**config.mk**
```make
export PLATFORM = sky130hd
export DESIGN_NAME = csidhScheduler
export DESIGN_NICKNAME = d
export VERILOG_FILES = /design/src/rtl/csidhPkg.sv /design/src/rtl/csidhScheduler.sv /design/src/rtl/batchSequencer.sv /design/src/rtl/cofactorEngine.sv /design/src/rtl/primeMultiplier.sv /design/src/rtl/exponentBank.sv
export SDC_FILE = /design/constraint.sdc
export NUM_CORES = 2
export LEC_CHECK = 0
export ABC_AREA = 1
export BUFFER_PORTS_ARGS = -buffer_cell sky130_fd_sc_hd__buf_4
export CAP_MARGIN = 5
export CORE_ASPECT_RATIO = 0.6
export CORE_UTILIZATION = 60
export CTS_BUF_LIST = sky130_fd_sc_hd__clkbuf_8
export CTS_CLUSTER_SIZE = 20
export DETAILED_ROUTE_END_ITERATION = 16
export PLACE_DENSITY = 0.9
export SKIP_CTS_REPAIR_TIMING = 1
export SLEW_MARGIN = 10
export SYNTH_ARGS = -nofsm -noshare
export SYNTH_HDL_FRONTEND = slang
export SYNTH_SLANG_ARGS = --single-unit
```
**constraint.sdc**
```tcl
create_clock -name clk -period 25 [get_ports clk]
set_input_delay 2.5 -clock clk [delete_from_list [all_inputs] [get_ports clk]]
set_output_delay 2.5 -clock clk [all_outputs]
set_load 0.02 [all_outputs]
```
**src/rtl/csidhPkg.sv**
```systemverilog
package csidhPkg;

	// small odd primes of the class group action
	localparam int NUM_PRIMES = 130;
	localparam int PRIME_W = 12;

	// one nibble per prime, prime 0 sits in the top nibble
	localparam int KEY_W = 4 * NUM_PRIMES;

	// cofactor seed, covers the 2-torsion
	localparam int COF_INIT = 4;

	typedef logic [7:0] primeIdxT;

	// key nibble, raw as loaded or split into sign and magnitude
	typedef union packed {
		logic [3:0] raw;
		struct packed {
			logic sign;
			logic [2:0] mag;
		} sm;
	} expDigitU;

	// table order, 3 up to 733 and then 983
	localparam logic [PRIME_W-1:0] PRIME_TABLE [NUM_PRIMES] = '{
		12'd3, 12'd5, 12'd7, 12'd11, 12'd13, 12'd17, 12'd19, 12'd23, 12'd29, 12'd31,
		12'd37, 12'd41, 12'd43, 12'd47, 12'd53, 12'd59, 12'd61, 12'd67, 12'd71, 12'd73,
		12'd79, 12'd83, 12'd89, 12'd97, 12'd101, 12'd103, 12'd107, 12'd109, 12'd113,
		12'd127, 12'd131, 12'd137, 12'd139, 12'd149, 12'd151, 12'd157, 12'd163, 12'd167,
		12'd173, 12'd179, 12'd181, 12'd191, 12'd193, 12'd197, 12'd199, 12'd211, 12'd223,
		12'd227, 12'd229, 12'd233, 12'd239, 12'd241, 12'd251, 12'd257, 12'd263, 12'd269,
		12'd271, 12'd277, 12'd281, 12'd283, 12'd293, 12'd307, 12'd311, 12'd313, 12'd317,
		12'd331, 12'd337, 12'd347, 12'd349, 12'd353, 12'd359, 12'd367, 12'd373, 12'd379,
		12'd383, 12'd389, 12'd397, 12'd401, 12'd409, 12'd419, 12'd421, 12'd431, 12'd433,
		12'd439, 12'd443, 12'd449, 12'd457, 12'd461, 12'd463, 12'd467, 12'd479, 12'd487,
		12'd491, 12'd499, 12'd503, 12'd509, 12'd521, 12'd523, 12'd541, 12'd547, 12'd557,
		12'd563, 12'd569, 12'd571, 12'd577, 12'd587, 12'd593, 12'd599, 12'd601, 12'd607,
		12'd613, 12'd617, 12'd619, 12'd631, 12'd641, 12'd643, 12'd647, 12'd653, 12'd659,
		12'd661, 12'd673, 12'd677, 12'd683, 12'd691, 12'd701, 12'd709, 12'd719, 12'd727,
		12'd733, 12'd983
	};

endpackage
```
**src/rtl/csidhScheduler.sv**
```systemverilog
`timescale 1ns/1ns

module csidhScheduler #(
	parameter int BATCH_MAX = 16,
	parameter int MAX_BUDGET = 5,
	parameter int COF_W = 64
) (
	input logic clk,
	input logic rst,
	input logic start,
	input logic [csidhPkg::KEY_W-1:0] privateKey,
	output logic busy,
	output logic batchValid,
	output logic batchSign,
	output logic done,
	output logic [csidhPkg::NUM_PRIMES-1:0] batchMask,
	output logic [COF_W-1:0] cofactor
);
	import csidhPkg::*;

	logic load;
	primeIdxT scanIdx;
	logic direction;
	logic eligible;
	logic commit;
	logic cofStart;
	logic cofDone;
	logic [COF_W-1:0] cofResult;
	logic mulStart;
	logic [COF_W-1:0] mulOperand;
	logic [PRIME_W-1:0] mulPrime;
	logic mulDone;
	logic [COF_W-1:0] mulProduct;

	// key goes straight to the bank, load marks the start cycle
	exponentBank #(
		.MAX_BUDGET(MAX_BUDGET)
	) bank_i (
		.clk(clk),
		.rst(rst),
		.load(load),
		.privateKey(privateKey),
		.scanIdx(scanIdx),
		.direction(direction),
		.eligible(eligible),
		.commit(commit),
		.commitMask(batchMask)
	);

	batchSequencer #(
		.BATCH_MAX(BATCH_MAX),
		.COF_W(COF_W)
	) seq_i (
		.clk(clk),
		.rst(rst),
		.start(start),
		.busy(busy),
		.load(load),
		.scanIdx(scanIdx),
		.direction(direction),
		.eligible(eligible),
		.commit(commit),
		.batchMask(batchMask),
		.cofStart(cofStart),
		.cofDone(cofDone),
		.cofResult(cofResult),
		.batchValid(batchValid),
		.batchSign(batchSign),
		.cofactor(cofactor),
		.done(done)
	);

	cofactorEngine #(
		.COF_W(COF_W)
	) cof_i (
		.clk(clk),
		.rst(rst),
		.cofStart(cofStart),
		.mask(batchMask),
		.cofDone(cofDone),
		.cofResult(cofResult),
		.mulStart(mulStart),
		.mulOperand(mulOperand),
		.mulPrime(mulPrime),
		.mulDone(mulDone),
		.mulProduct(mulProduct)
	);

	primeMultiplier #(
		.COF_W(COF_W)
	) mul_i (
		.clk(clk),
		.rst(rst),
		.mulStart(mulStart),
		.mulOperand(mulOperand),
		.mulPrime(mulPrime),
		.mulDone(mulDone),
		.mulProduct(mulProduct)
	);

endmodule

```
**src/rtl/batchSequencer.sv**
```systemverilog
`timescale 1ns/1ns

module batchSequencer #(
	parameter int BATCH_MAX = 16,
	parameter int COF_W = 64
) (
	input logic clk,
	input logic rst,
	input logic start,
	output logic busy,
	output logic load,
	output csidhPkg::primeIdxT scanIdx,
	output logic direction,
	input logic eligible,
	output logic commit,
	output logic [csidhPkg::NUM_PRIMES-1:0] batchMask,
	output logic cofStart,
	input logic cofDone,
	input logic [COF_W-1:0] cofResult,
	output logic batchValid,
	output logic batchSign,
	output logic [COF_W-1:0] cofactor,
	output logic done
);
	import csidhPkg::*;

	localparam int CNT_W = $clog2(BATCH_MAX + 1);

	localparam logic [2:0] ST_IDLE = 3'd0;
	localparam logic [2:0] ST_LOAD = 3'd1;
	localparam logic [2:0] ST_SCAN = 3'd2;
	localparam logic [2:0] ST_WAIT = 3'd3;
	localparam logic [2:0] ST_REPORT = 3'd4;
	localparam logic [2:0] ST_FINISH = 3'd5;

	logic [2:0] state;
	logic [CNT_W-1:0] memberCnt;
	logic [NUM_PRIMES-1:0] scanMask;
	logic scanEnd;

	assign scanEnd = memberCnt == CNT_W'(BATCH_MAX) || scanIdx == primeIdxT'(NUM_PRIMES);

	// busy already low while done is shown
	assign busy = state != ST_IDLE && state != ST_FINISH;
	assign load = start && !busy;
	assign batchValid = state == ST_REPORT;
	assign commit = state == ST_REPORT;
	assign done = state == ST_FINISH;

	always_ff @(posedge clk) begin
		if (rst) begin
			state <= ST_IDLE;
			scanIdx <= '0;
			direction <= 1'b0;
			memberCnt <= '0;
			scanMask <= '0;
			cofStart <= 1'b0;
		end else begin
			cofStart <= 1'b0;
			case (state)
				ST_IDLE, ST_FINISH: begin
					state <= start ? ST_LOAD : ST_IDLE;
				end
				ST_LOAD: begin
					// digits are in the bank from here on
					scanIdx <= '0;
					direction <= 1'b0;
					memberCnt <= '0;
					scanMask <= '0;
					state <= ST_SCAN;
				end
				ST_SCAN: begin
					if (scanEnd) begin
						if (memberCnt != '0) begin
							batchMask <= scanMask;
							cofStart <= 1'b1;
							state <= ST_WAIT;
						end else if (!direction) begin
							// nothing left on this side, turn around
							direction <= 1'b1;
							scanIdx <= '0;
						end else begin
							state <= ST_FINISH;
						end
					end else begin
						if (eligible) begin
							scanMask[scanIdx] <= 1'b1;
							memberCnt <= memberCnt + 1'b1;
						end
						scanIdx <= scanIdx + 1'b1;
					end
				end
				ST_WAIT: begin
					if (cofDone) begin
						cofactor <= cofResult;
						batchSign <= direction;
						state <= ST_REPORT;
					end
				end
				ST_REPORT: begin
					// bank commits this cycle, rescan right after
					scanIdx <= '0;
					memberCnt <= '0;
					scanMask <= '0;
					state <= ST_SCAN;
				end
				default: begin
					state <= ST_IDLE;
				end
			endcase
		end
	end

endmodule

```
**src/rtl/cofactorEngine.sv**
```systemverilog
`timescale 1ns/1ns

module cofactorEngine #(
	parameter int COF_W = 64
) (
	input logic clk,
	input logic rst,
	input logic cofStart,
	input logic [csidhPkg::NUM_PRIMES-1:0] mask,
	output logic cofDone,
	output logic [COF_W-1:0] cofResult,
	output logic mulStart,
	output logic [COF_W-1:0] mulOperand,
	output logic [csidhPkg::PRIME_W-1:0] mulPrime,
	input logic mulDone,
	input logic [COF_W-1:0] mulProduct
);
	import csidhPkg::*;

	localparam logic [1:0] ST_IDLE = 2'd0;
	localparam logic [1:0] ST_STEP = 2'd1;
	localparam logic [1:0] ST_MUL = 2'd2;

	logic [1:0] state;
	primeIdxT idx;
	logic idxValid;
	logic [NUM_PRIMES-1:0] maskReg;
	logic [COF_W-1:0] acc;

	assign idxValid = idx < primeIdxT'(NUM_PRIMES);

	// primes outside the batch are multiplied in, one at a time
	assign mulStart = state == ST_STEP && idxValid && !maskReg[idx];
	assign mulOperand = acc;
	assign mulPrime = idxValid ? PRIME_TABLE[idx] : '0;
	assign cofResult = acc;

	always_ff @(posedge clk) begin
		if (rst) begin
			state <= ST_IDLE;
			cofDone <= 1'b0;
			idx <= '0;
		end else begin
			cofDone <= 1'b0;
			case (state)
				ST_IDLE: begin
					if (cofStart) begin
						maskReg <= mask;
						acc <= COF_W'(COF_INIT);
						idx <= '0;
						state <= ST_STEP;
					end
				end
				ST_STEP: begin
					if (!idxValid) begin
						cofDone <= 1'b1;
						state <= ST_IDLE;
					end else if (maskReg[idx]) begin
						// batch member, skip it
						idx <= idx + 1'b1;
					end else begin
						state <= ST_MUL;
					end
				end
				ST_MUL: begin
					if (mulDone) begin
						acc <= mulProduct;
						idx <= idx + 1'b1;
						state <= ST_STEP;
					end
				end
				default: begin
					state <= ST_IDLE;
				end
			endcase
		end
	end

endmodule

```
**src/rtl/primeMultiplier.sv**
```systemverilog
`timescale 1ns/1ns

module primeMultiplier #(
	parameter int COF_W = 64
) (
	input logic clk,
	input logic rst,
	input logic mulStart,
	input logic [COF_W-1:0] mulOperand,
	input logic [csidhPkg::PRIME_W-1:0] mulPrime,
	output logic mulDone,
	output logic [COF_W-1:0] mulProduct
);
	import csidhPkg::*;

	localparam int BIT_CNT_W = $clog2(PRIME_W);

	logic running;
	logic [BIT_CNT_W-1:0] bitCnt;
	logic [COF_W-1:0] multiplicand;
	logic [PRIME_W-1:0] primeBits;
	logic [COF_W-1:0] acc;

	assign mulProduct = acc;

	// one prime bit per cycle, lsb first, top bits fall off
	always_ff @(posedge clk) begin
		if (rst) begin
			running <= 1'b0;
			mulDone <= 1'b0;
			bitCnt <= '0;
		end else begin
			mulDone <= 1'b0;
			if (mulStart) begin
				running <= 1'b1;
				bitCnt <= '0;
				acc <= '0;
				multiplicand <= mulOperand;
				primeBits <= mulPrime;
			end else if (running) begin
				if (primeBits[0]) begin
					acc <= acc + multiplicand;
				end
				multiplicand <= multiplicand << 1;
				primeBits <= primeBits >> 1;
				bitCnt <= bitCnt + 1'b1;
				if (bitCnt == BIT_CNT_W'(PRIME_W - 1)) begin
					running <= 1'b0;
					mulDone <= 1'b1;
				end
			end
		end
	end

endmodule

```
**src/rtl/exponentBank.sv**
```systemverilog
`timescale 1ns/1ns

module exponentBank #(
	parameter int MAX_BUDGET = 5
) (
	input logic clk,
	input logic rst,
	input logic load,
	input logic [csidhPkg::KEY_W-1:0] privateKey,
	input csidhPkg::primeIdxT scanIdx,
	input logic direction,
	output logic eligible,
	input logic commit,
	input logic [csidhPkg::NUM_PRIMES-1:0] commitMask
);
	import csidhPkg::*;

	localparam int BUDGET_W = $clog2(MAX_BUDGET + 1);

	expDigitU digits [NUM_PRIMES];
	logic [BUDGET_W-1:0] budgets [NUM_PRIMES];

	primeIdxT readIdx;
	logic idxValid;

	// past the table end nothing is eligible
	assign idxValid = scanIdx < primeIdxT'(NUM_PRIMES);

	always_comb begin
		readIdx = idxValid ? scanIdx : '0;
		eligible = idxValid && digits[readIdx].sm.sign == direction &&
			budgets[readIdx] != '0;
	end

	always_ff @(posedge clk) begin
		if (rst) begin
			for (int i = 0; i < NUM_PRIMES; i++) begin
				budgets[i] <= '0;
			end
		end else if (load) begin
			// key nibbles are stored top first
			for (int i = 0; i < NUM_PRIMES; i++) begin
				digits[i].raw <= privateKey[4 * (NUM_PRIMES - 1 - i) +: 4];
				budgets[i] <= BUDGET_W'(MAX_BUDGET);
			end
		end else if (commit) begin
			for (int i = 0; i < NUM_PRIMES; i++) begin
				if (commitMask[i]) begin
					budgets[i] <= budgets[i] - 1'b1;
					// zero magnitude means this step was a dummy
					if (digits[i].sm.mag != 3'd0) begin
						digits[i].sm.mag <= digits[i].sm.mag - 1'b1;
					end
				end
			end
		end
	end

endmodule

```
After elaboration in Yosys (flattened, before gate mapping)
Memory sizes are Yosys's and may differ from the RTL's.
Index checks and enable logic that the tools add are counted.

word-level totals
  logic and storage cells = 2762
  memories kept = 3
  output and inout bits = 198
  input port bits = 523
  flip-flop bits (word level) = 694
  memory bits (writable) = 910
  memory bits (read-only) = 3072

cells by class
  $lt $le $gt $ge = 6
  bitwise logic cells = 397
  mux-type cells = 1877
  add/sub/neg operators = 265
  equal/unequal tests = 25
  reductions and logical operators = 169

memories
  memory           words  bits a word  rd ports  clocked after Yosys merged registers in  wr ports  RTL line              source
  (no name shown)  256    12           1         0                                        0         cofactorEngine.sv:35  assign mulPrime = idxValid ? PRIME_TABLE[idx] : '0;
  bank_i.digits    130    4            131       0                                        130       exponentBank.sv:20    expDigitU digits [NUM_PRIMES];
  bank_i.budgets   130    3            131       0                                        130       exponentBank.sv:21    logic [BUDGET_W-1:0] budgets [NUM_PRIMES];

operators by type and width
  cell                 number
  $mux 1               1446
  $mux 3               394
  $sub 3x1->3 const B  260
  $reduce_bool 3->1    133
  $or 1x1->1           390
  $mux 64              6
  $mux 130             2
  $pmux 130 s2         1
  $or 130x130->130     1
  $pmux 64 s2          1
  $add 64x64->64       1
  $mux 8               8
  $mux 12              5
  $pmux 8 s3           1
  $reduce_and 3->1     8
  $lt 8x9->1 const B   2
  $add 8x1->8 const B  2
  $lt 8x8->1 const B   2
  $pmux 8 s2           1
  $ne 3x3->1 const B   4
  $pmux 3 s4           1
  $mux 5               2
  $ne 2x2->1 const B   5
  $pmux 5 s2           1
  other kinds (34)     62

Longest topological paths before layout
  depth after elaboration = 9
  depth in mapped cells = 26

Modules after synthesis
Synthesis repeated with hierarchy kept, for this count alone.

second synthesis, totals
  cell total of the unflattened synthesis = 7533
  area, all modules = 64966.1 µm²

by module, submodules not included
  module           cells an instance  instances  area an instance (µm²)
  exponentBank     3531               1          30320.3
  batchSequencer   1109               1          12859.8
  primeMultiplier  1775               1          11522.3
  cofactorEngine   1118               1          10263.6

Worst setup path before layout
No wires, ideal clock.

  kind = input to register
  start point = in rst
  end point = reg seq_i.batchMask[0] in the netlist's numbering, enable pin
  buffers on the path = 1
  required time = 24.222 ns
  cell stages on the path = 2
  setup slack = 12.704 ns
  library setup time = 0.778 ns
  data arrival time = 11.518 ns
  path through = clkbuf_1 > nor3_1

between the ends
  longest elaborated chain between the ends = 2

ends and longest elaborated chain
  what                        RTL line              source
  start, declared             csidhScheduler.sv:9   input logic rst,
  $not 1->1 (no line)         n/a
  $reduce_and 4->1 (no line)  n/a
  end signal, assigned        batchSequencer.sv:75  batchMask <= scanMask;
  end, declared               batchSequencer.sv:16  output logic [csidhPkg::NUM_PRIMES-1:0] batchMask,

Every way passes these cells.
A chain may end at the register's enable or synchronous reset.

Worst setup path after layout
  start point = reg seq_i.scanIdx[2]
  end point = reg seq_i.scanMask[38]

between the ends
  longest elaborated chain between the ends = 8
  elaborated cells between the ends (all ways) = 22
  those cells by class = order compare: 3; eq/ne: 4; mux: 6; bitwise: 1; reduce/logical: 6; memory: 2

ends and longest elaborated chain
  what                                                               RTL line                                  source
  start, declared                                                    batchSequencer.sv:12                      output csidhPkg::primeIdxT scanIdx,
  start signal, assigned                                             batchSequencer.sv:90                      scanIdx <= scanIdx + 1'b1;
  $lt 8x8->1 (tied with other cells)                                 exponentBank.sv:27                        assign idxValid = scanIdx < primeIdxT'(NUM_PRIMES);
  $mux 8 / $logic_and 1x1->1 (equally long branches)                 exponentBank.sv:30, batchSequencer.sv:87
  $mem_v2 130x4 / $mux 1 (equally long branches)                     n/a
  $eq 1x1->1 / $demux 1 s8 (equally long branches)                   n/a
  $logic_and 1x1->1 / $or 130x130->130 (equally long branches)       n/a
  $logic_and 1x1->1 / $mux 130 (equally long branches)               exponentBank.sv:31, batchSequencer.sv:86
  $ne 2x2->1 (no line) / $mux 130 (equally long branches)            n/a
  $reduce_and 3->1 (no line) / $pmux 130 s2 (equally long branches)  n/a
  end signal, assigned                                               batchSequencer.sv:69                      scanMask <= '0;
  end signal, assigned by index                                      batchSequencer.sv:87                      scanMask[scanIdx] <= 1'b1;
  end signal, assigned                                               batchSequencer.sv:104                     scanMask <= '0;
  end, declared                                                      batchSequencer.sv:38                      logic [NUM_PRIMES-1:0] scanMask;

Several ways; a longest one is shown, not always the timed one. The select of a mux whose other input is x is not followed.

==> impl_metrics.json <==
{
  "status": "finished clean",
  "whs_ps": 420,
  "cp_num_buf_inv": 4,
  "cpMaxStageDelayCell": "buf_4",
  "dp_hpwl_mm": 121,
  "core_area_um2": 103000,
  "cts_tree": "built",
  "power_mw": 6.22,
  "timing.critical_path.from": "seq_i.scanIdx[2]$_SDFFE_PP0P_",
  "vias": 51600,
  "clockRootBuffer": "clkbuf_8",
  "ys_seq_area_share_pct": 55.9,
  "cp_max_fo": 128,
  "finClkSkew_ps": 91.5,
  "cts_buffers": 174,
  "syn-num-nets": 7440,
  "reg2reg_from": "seq_i.scanIdx[2]$_SDFFE_PP0P_",
  "path_class": "reg -> reg",
  "cp_data_required_time_ps": 25830,
  "slew_headroom_pct": 11.6,
  "worstSetupEndpointType": "flip-flop",
  "io_buffer_count": 330,
  "synth_area_leaders": "edfxtp_1, nand2_1, nand3_1",
  "period_needed_ps": 7640,
  "cellPowerDensity_nw_per_um2": 90.3,
  "hold_depth": 0,
  "holdPathEnd": "seq_i.cofactor[58]$_DFFE_PP_",
  "area_growth_pct": 10.8,
  "hp-class": "reg -> reg",
  "avgSynthCellArea_um2": 9.27,
  "fp.dieH_um": 251,
  "gp_congestion": 0.980,
  "crit_chain": "nor2_4 > nand3_1 > nand2_4 > buf_12 > nand2_8 > buf_4 > buf_4 > nand2_1 > o21ai_1 > nand2_1 > nand3_1 > nand3_1 > nand3_1 > nand2_1 > nor2_1 > a21oi_1 > nand2_1 > nand2_1 > a21oi_1 > nand2_1 > nand2_8 > buf_4 > nand3_2 > a21oi_2",
  "cts_sinks": 1212,
  "cts_max_path_buffers": 3,
  "synth_top_area_share_pct": 50.6,
  "fillers": 7411,
  "grt_pass1_wl_mm": 276,
  "grt_pass1_vias": 49000,
  "start_util_pct": 60.5,
  "drv_cap": 0,
  "hold_violations": 0,
  "wl_per_cell_um": 21.6,
  "dieArea_um2": 105000,
  "clock_latency_ps": 920,
  "crit_top_cell": "nand2_1",
  "synthCells": 6701,
  "critPathTopFamily": "simple AND/OR/NAND/NOR gates",
  "max_freq_mhz": 131,
  "synthesis.area_um2": 62100,
  "synth_cell_types": 57,
  "power.leakage_nw": 29.7,
  "worstPathArrival_ps": 8480,
  "wirelength_mm": 184,
  "overflow": 0,
  "setup_violations": 0,
  "synthArstFlopShare_pct": 0,
  "rsz0062_at_grt": "false",
  "drtIter0Drc": 7797,
  "boundaryPins": 721,
  "synth_edf_count": 1047,
  "fin_setup_tns_ps": 0,
  "max_slew.worst_pin.slew_ps": 1320,
  "routed_via_density": 6.06,
  "die_w_um": 417,
  "min_from": "cof_i.cofResult[58]$_SDFFCE_PP0P_",
  "ant_nets": 0,
  "grt_max_degree": 129,
  "antenna_found_initial": 4,
  "start_kind": "flip-flop",
  "ir_worst_vdd_uv": 98.7,
  "yosys_warnings": 0,
  "slowest_delay_ps": 980,
  "fin_crit_sh_pct": 30.6,
  "ys_ff_latch": 1212,
  "timing.rr.end": "seq_i.scanMask[38]$_SDFFE_PP0P_",
  "finalNetCount": 7699,
  "rows": 91,
  "drive_above_1_share_pct": 13.4,
  "synth_ff_type": "edfxtp_1",
  "drc": 0,
  "track_usage_pct": 34.2,
  "rr_worst_depth": 24,
  "clkTransAtPathRegs_ps": 80,
  "synth_largest_area_cell": "edfxtp_1",
  "maxSlewViolCount": 0,
  "cts_max_level": 4,
  "rrSetupSlack_ps": 17360,
  "first_pass_iters": 9
}
-- synth_stat cells (2+ instances only) --
master / instances
a31oi_1: 181
buf_8: 11
o21ai_0: 82
o31ai_1: 9
nor2_1: 442
buf_4: 43
dlygate4sd1_1: 3
o21ai_1: 14
o211ai_1: 33
nand3_2: 98
nor4_1: 7
xor2_1: 46
buf_2: 61
o2111ai_1: 4
a21boi_0: 7
nor3_1: 25
a211oi_1: 4
ha_1: 215
nand4_1: 17
buf_1: 13
o21a_1: 17
inv_1: 1125
a21oi_2: 63
a21oi_1: 348
a221oi_1: 3
nor2_2: 2
or2_2: 137
a2111oi_0: 2
clkinv_1: 8
clkbuf_1: 155
a22oi_1: 34
nand2_1: 1317
xnor2_1: 21
nand3_1: 888
o221ai_1: 9
and3_1: 2
buf_6: 12
inv_2: 4
o21bai_1: 2
a22o_1: 2
o22ai_1: 9
dfxtp_1: 165
edfxtp_1: 1047
-- how the worst max path moves through the flow --
stage                     depth (start not counted)  slack [ps]                               to
after CTS                                        24       17680  seq_i.scanMask[38]$_SDFFE_PP0P_
after global routing                             24       17070  seq_i.scanMask[38]$_SDFFE_PP0P_
after global placement                           24       17920  seq_i.scanMask[21]$_SDFFE_PP0P_
final                                            24       17360  seq_i.scanMask[38]$_SDFFE_PP0P_
after detailed placement                         24       17760  seq_i.scanMask[38]$_SDFFE_PP0P_
after floorplan                                   2       12700     seq_i.batchMask[0]$_DFFE_PP_
-- worst reg2reg max path, stage by stage (launching register included) --
cell and delay (ps):
dfxtp_1 540, nor2_4 110, nand3_1 170, nand2_4 320
buf_12 430, nand2_8 730, buf_4 1000, buf_4 830
nand2_1 160, o21ai_1 110, nand2_1 70, nand3_1 110
nand3_1 200, nand3_1 210, nand2_1 70, nor2_1 90
a21oi_1 70, nand2_1 200, nand2_1 80, a21oi_1 130
nand2_1 160, nand2_8 530, buf_4 850, nand3_2 250
a21oi_2 190
-- logic make-up after synthesis --
| family | Yosys count | share of synthesized area, % |
|---|---|---|
| simple gates | 2940 | 21.3 |
| fa+ha+maj | 216 | 4.36 |
| flops | 1212 | 55.9 |
| buf+inv | 1436 | 9.45 |
| xor+xnor | 67 | 0.944 |
| compound gates | 830 | 8.04 |
-- metal layers --
metal  share of wire (%)  vias up  wire length, um  global-route usage, %
met5                   0        -                0                      0
met4                 5.3        0             9710                   17.4
met3                  15      689            27600                   10.0
met2                  42     3922            77800                   49.6
met1                  37    24000            68800                   46.9
li1                    -    23000                -                      -
-- area by class of cell --
cell class	instances	area, um2	share of cell area (%)
timing repair buffer	382	2880	4.18
clock buffer	194	2670	3.88
sequential	1212	34700	50.5
inverter	1137	4280	6.21
antenna	7	17.5	0.0254
clock inverter	127	850	1.23
tap	1395	1750	2.54
multi-input combinational	4053	21700	31.5
-- state kept, by name, summed over array words and instances (netlist names), 5 cells and up --
name / cells
cof_i.cofResult: 64
cof_i.maskReg: 130
bank_i.digits: 130
seq_i.cofactor: 64
seq_i.batchMask: 130
cof_i.idx: 8
seq_i.memberCnt: 5
bank_i.budgets: 390
mul_i.primeBits: 10
mul_i.mulProduct: 64
mul_i.multiplicand: 64
seq_i.scanIdx: 8
seq_i.scanMask: 130
-- placed cells by master (no fill, tap or decap), types with 23 or more instances in the layout --
cell type and instances:
nand2_1 1313, inv_1 1182, edfxtp_1 1047, nand3_1 888
nor2_1 435, buf_4 381, a21oi_1 346, ha_1 214
clkbuf_8 194, a31oi_1 181, dfxtp_1 162, or2_2 137
nand3_2 98, o21ai_0 82, a21oi_2 63, xor2_1 46
a22oi_1 34, o211ai_1 33, clkinv_1 31, nor3_1 23
-- power breakdown --
group	total, mW	internal (mW)	switching [mW]
sequential	2.71	2.55	0.157
combinational	1.88	0.544	1.34
clock	1.63	0.813	0.815
total	6.22	3.91	2.31
-- through the flow --
stage                     setup WS [ps]  instances  utilization (%)  instance area [um2]
after floorplan                   12700       6701                -                62100
after global placement            17920       8179             63.6                65300
after detailed placement          17760       8179             63.6                65300
after CTS                         17680       8500             67.0                68800
after global routing              17070       8502             67.0                68800
final                             17360       8507             67.0                68800
Power figures use the tool's default switching activity.
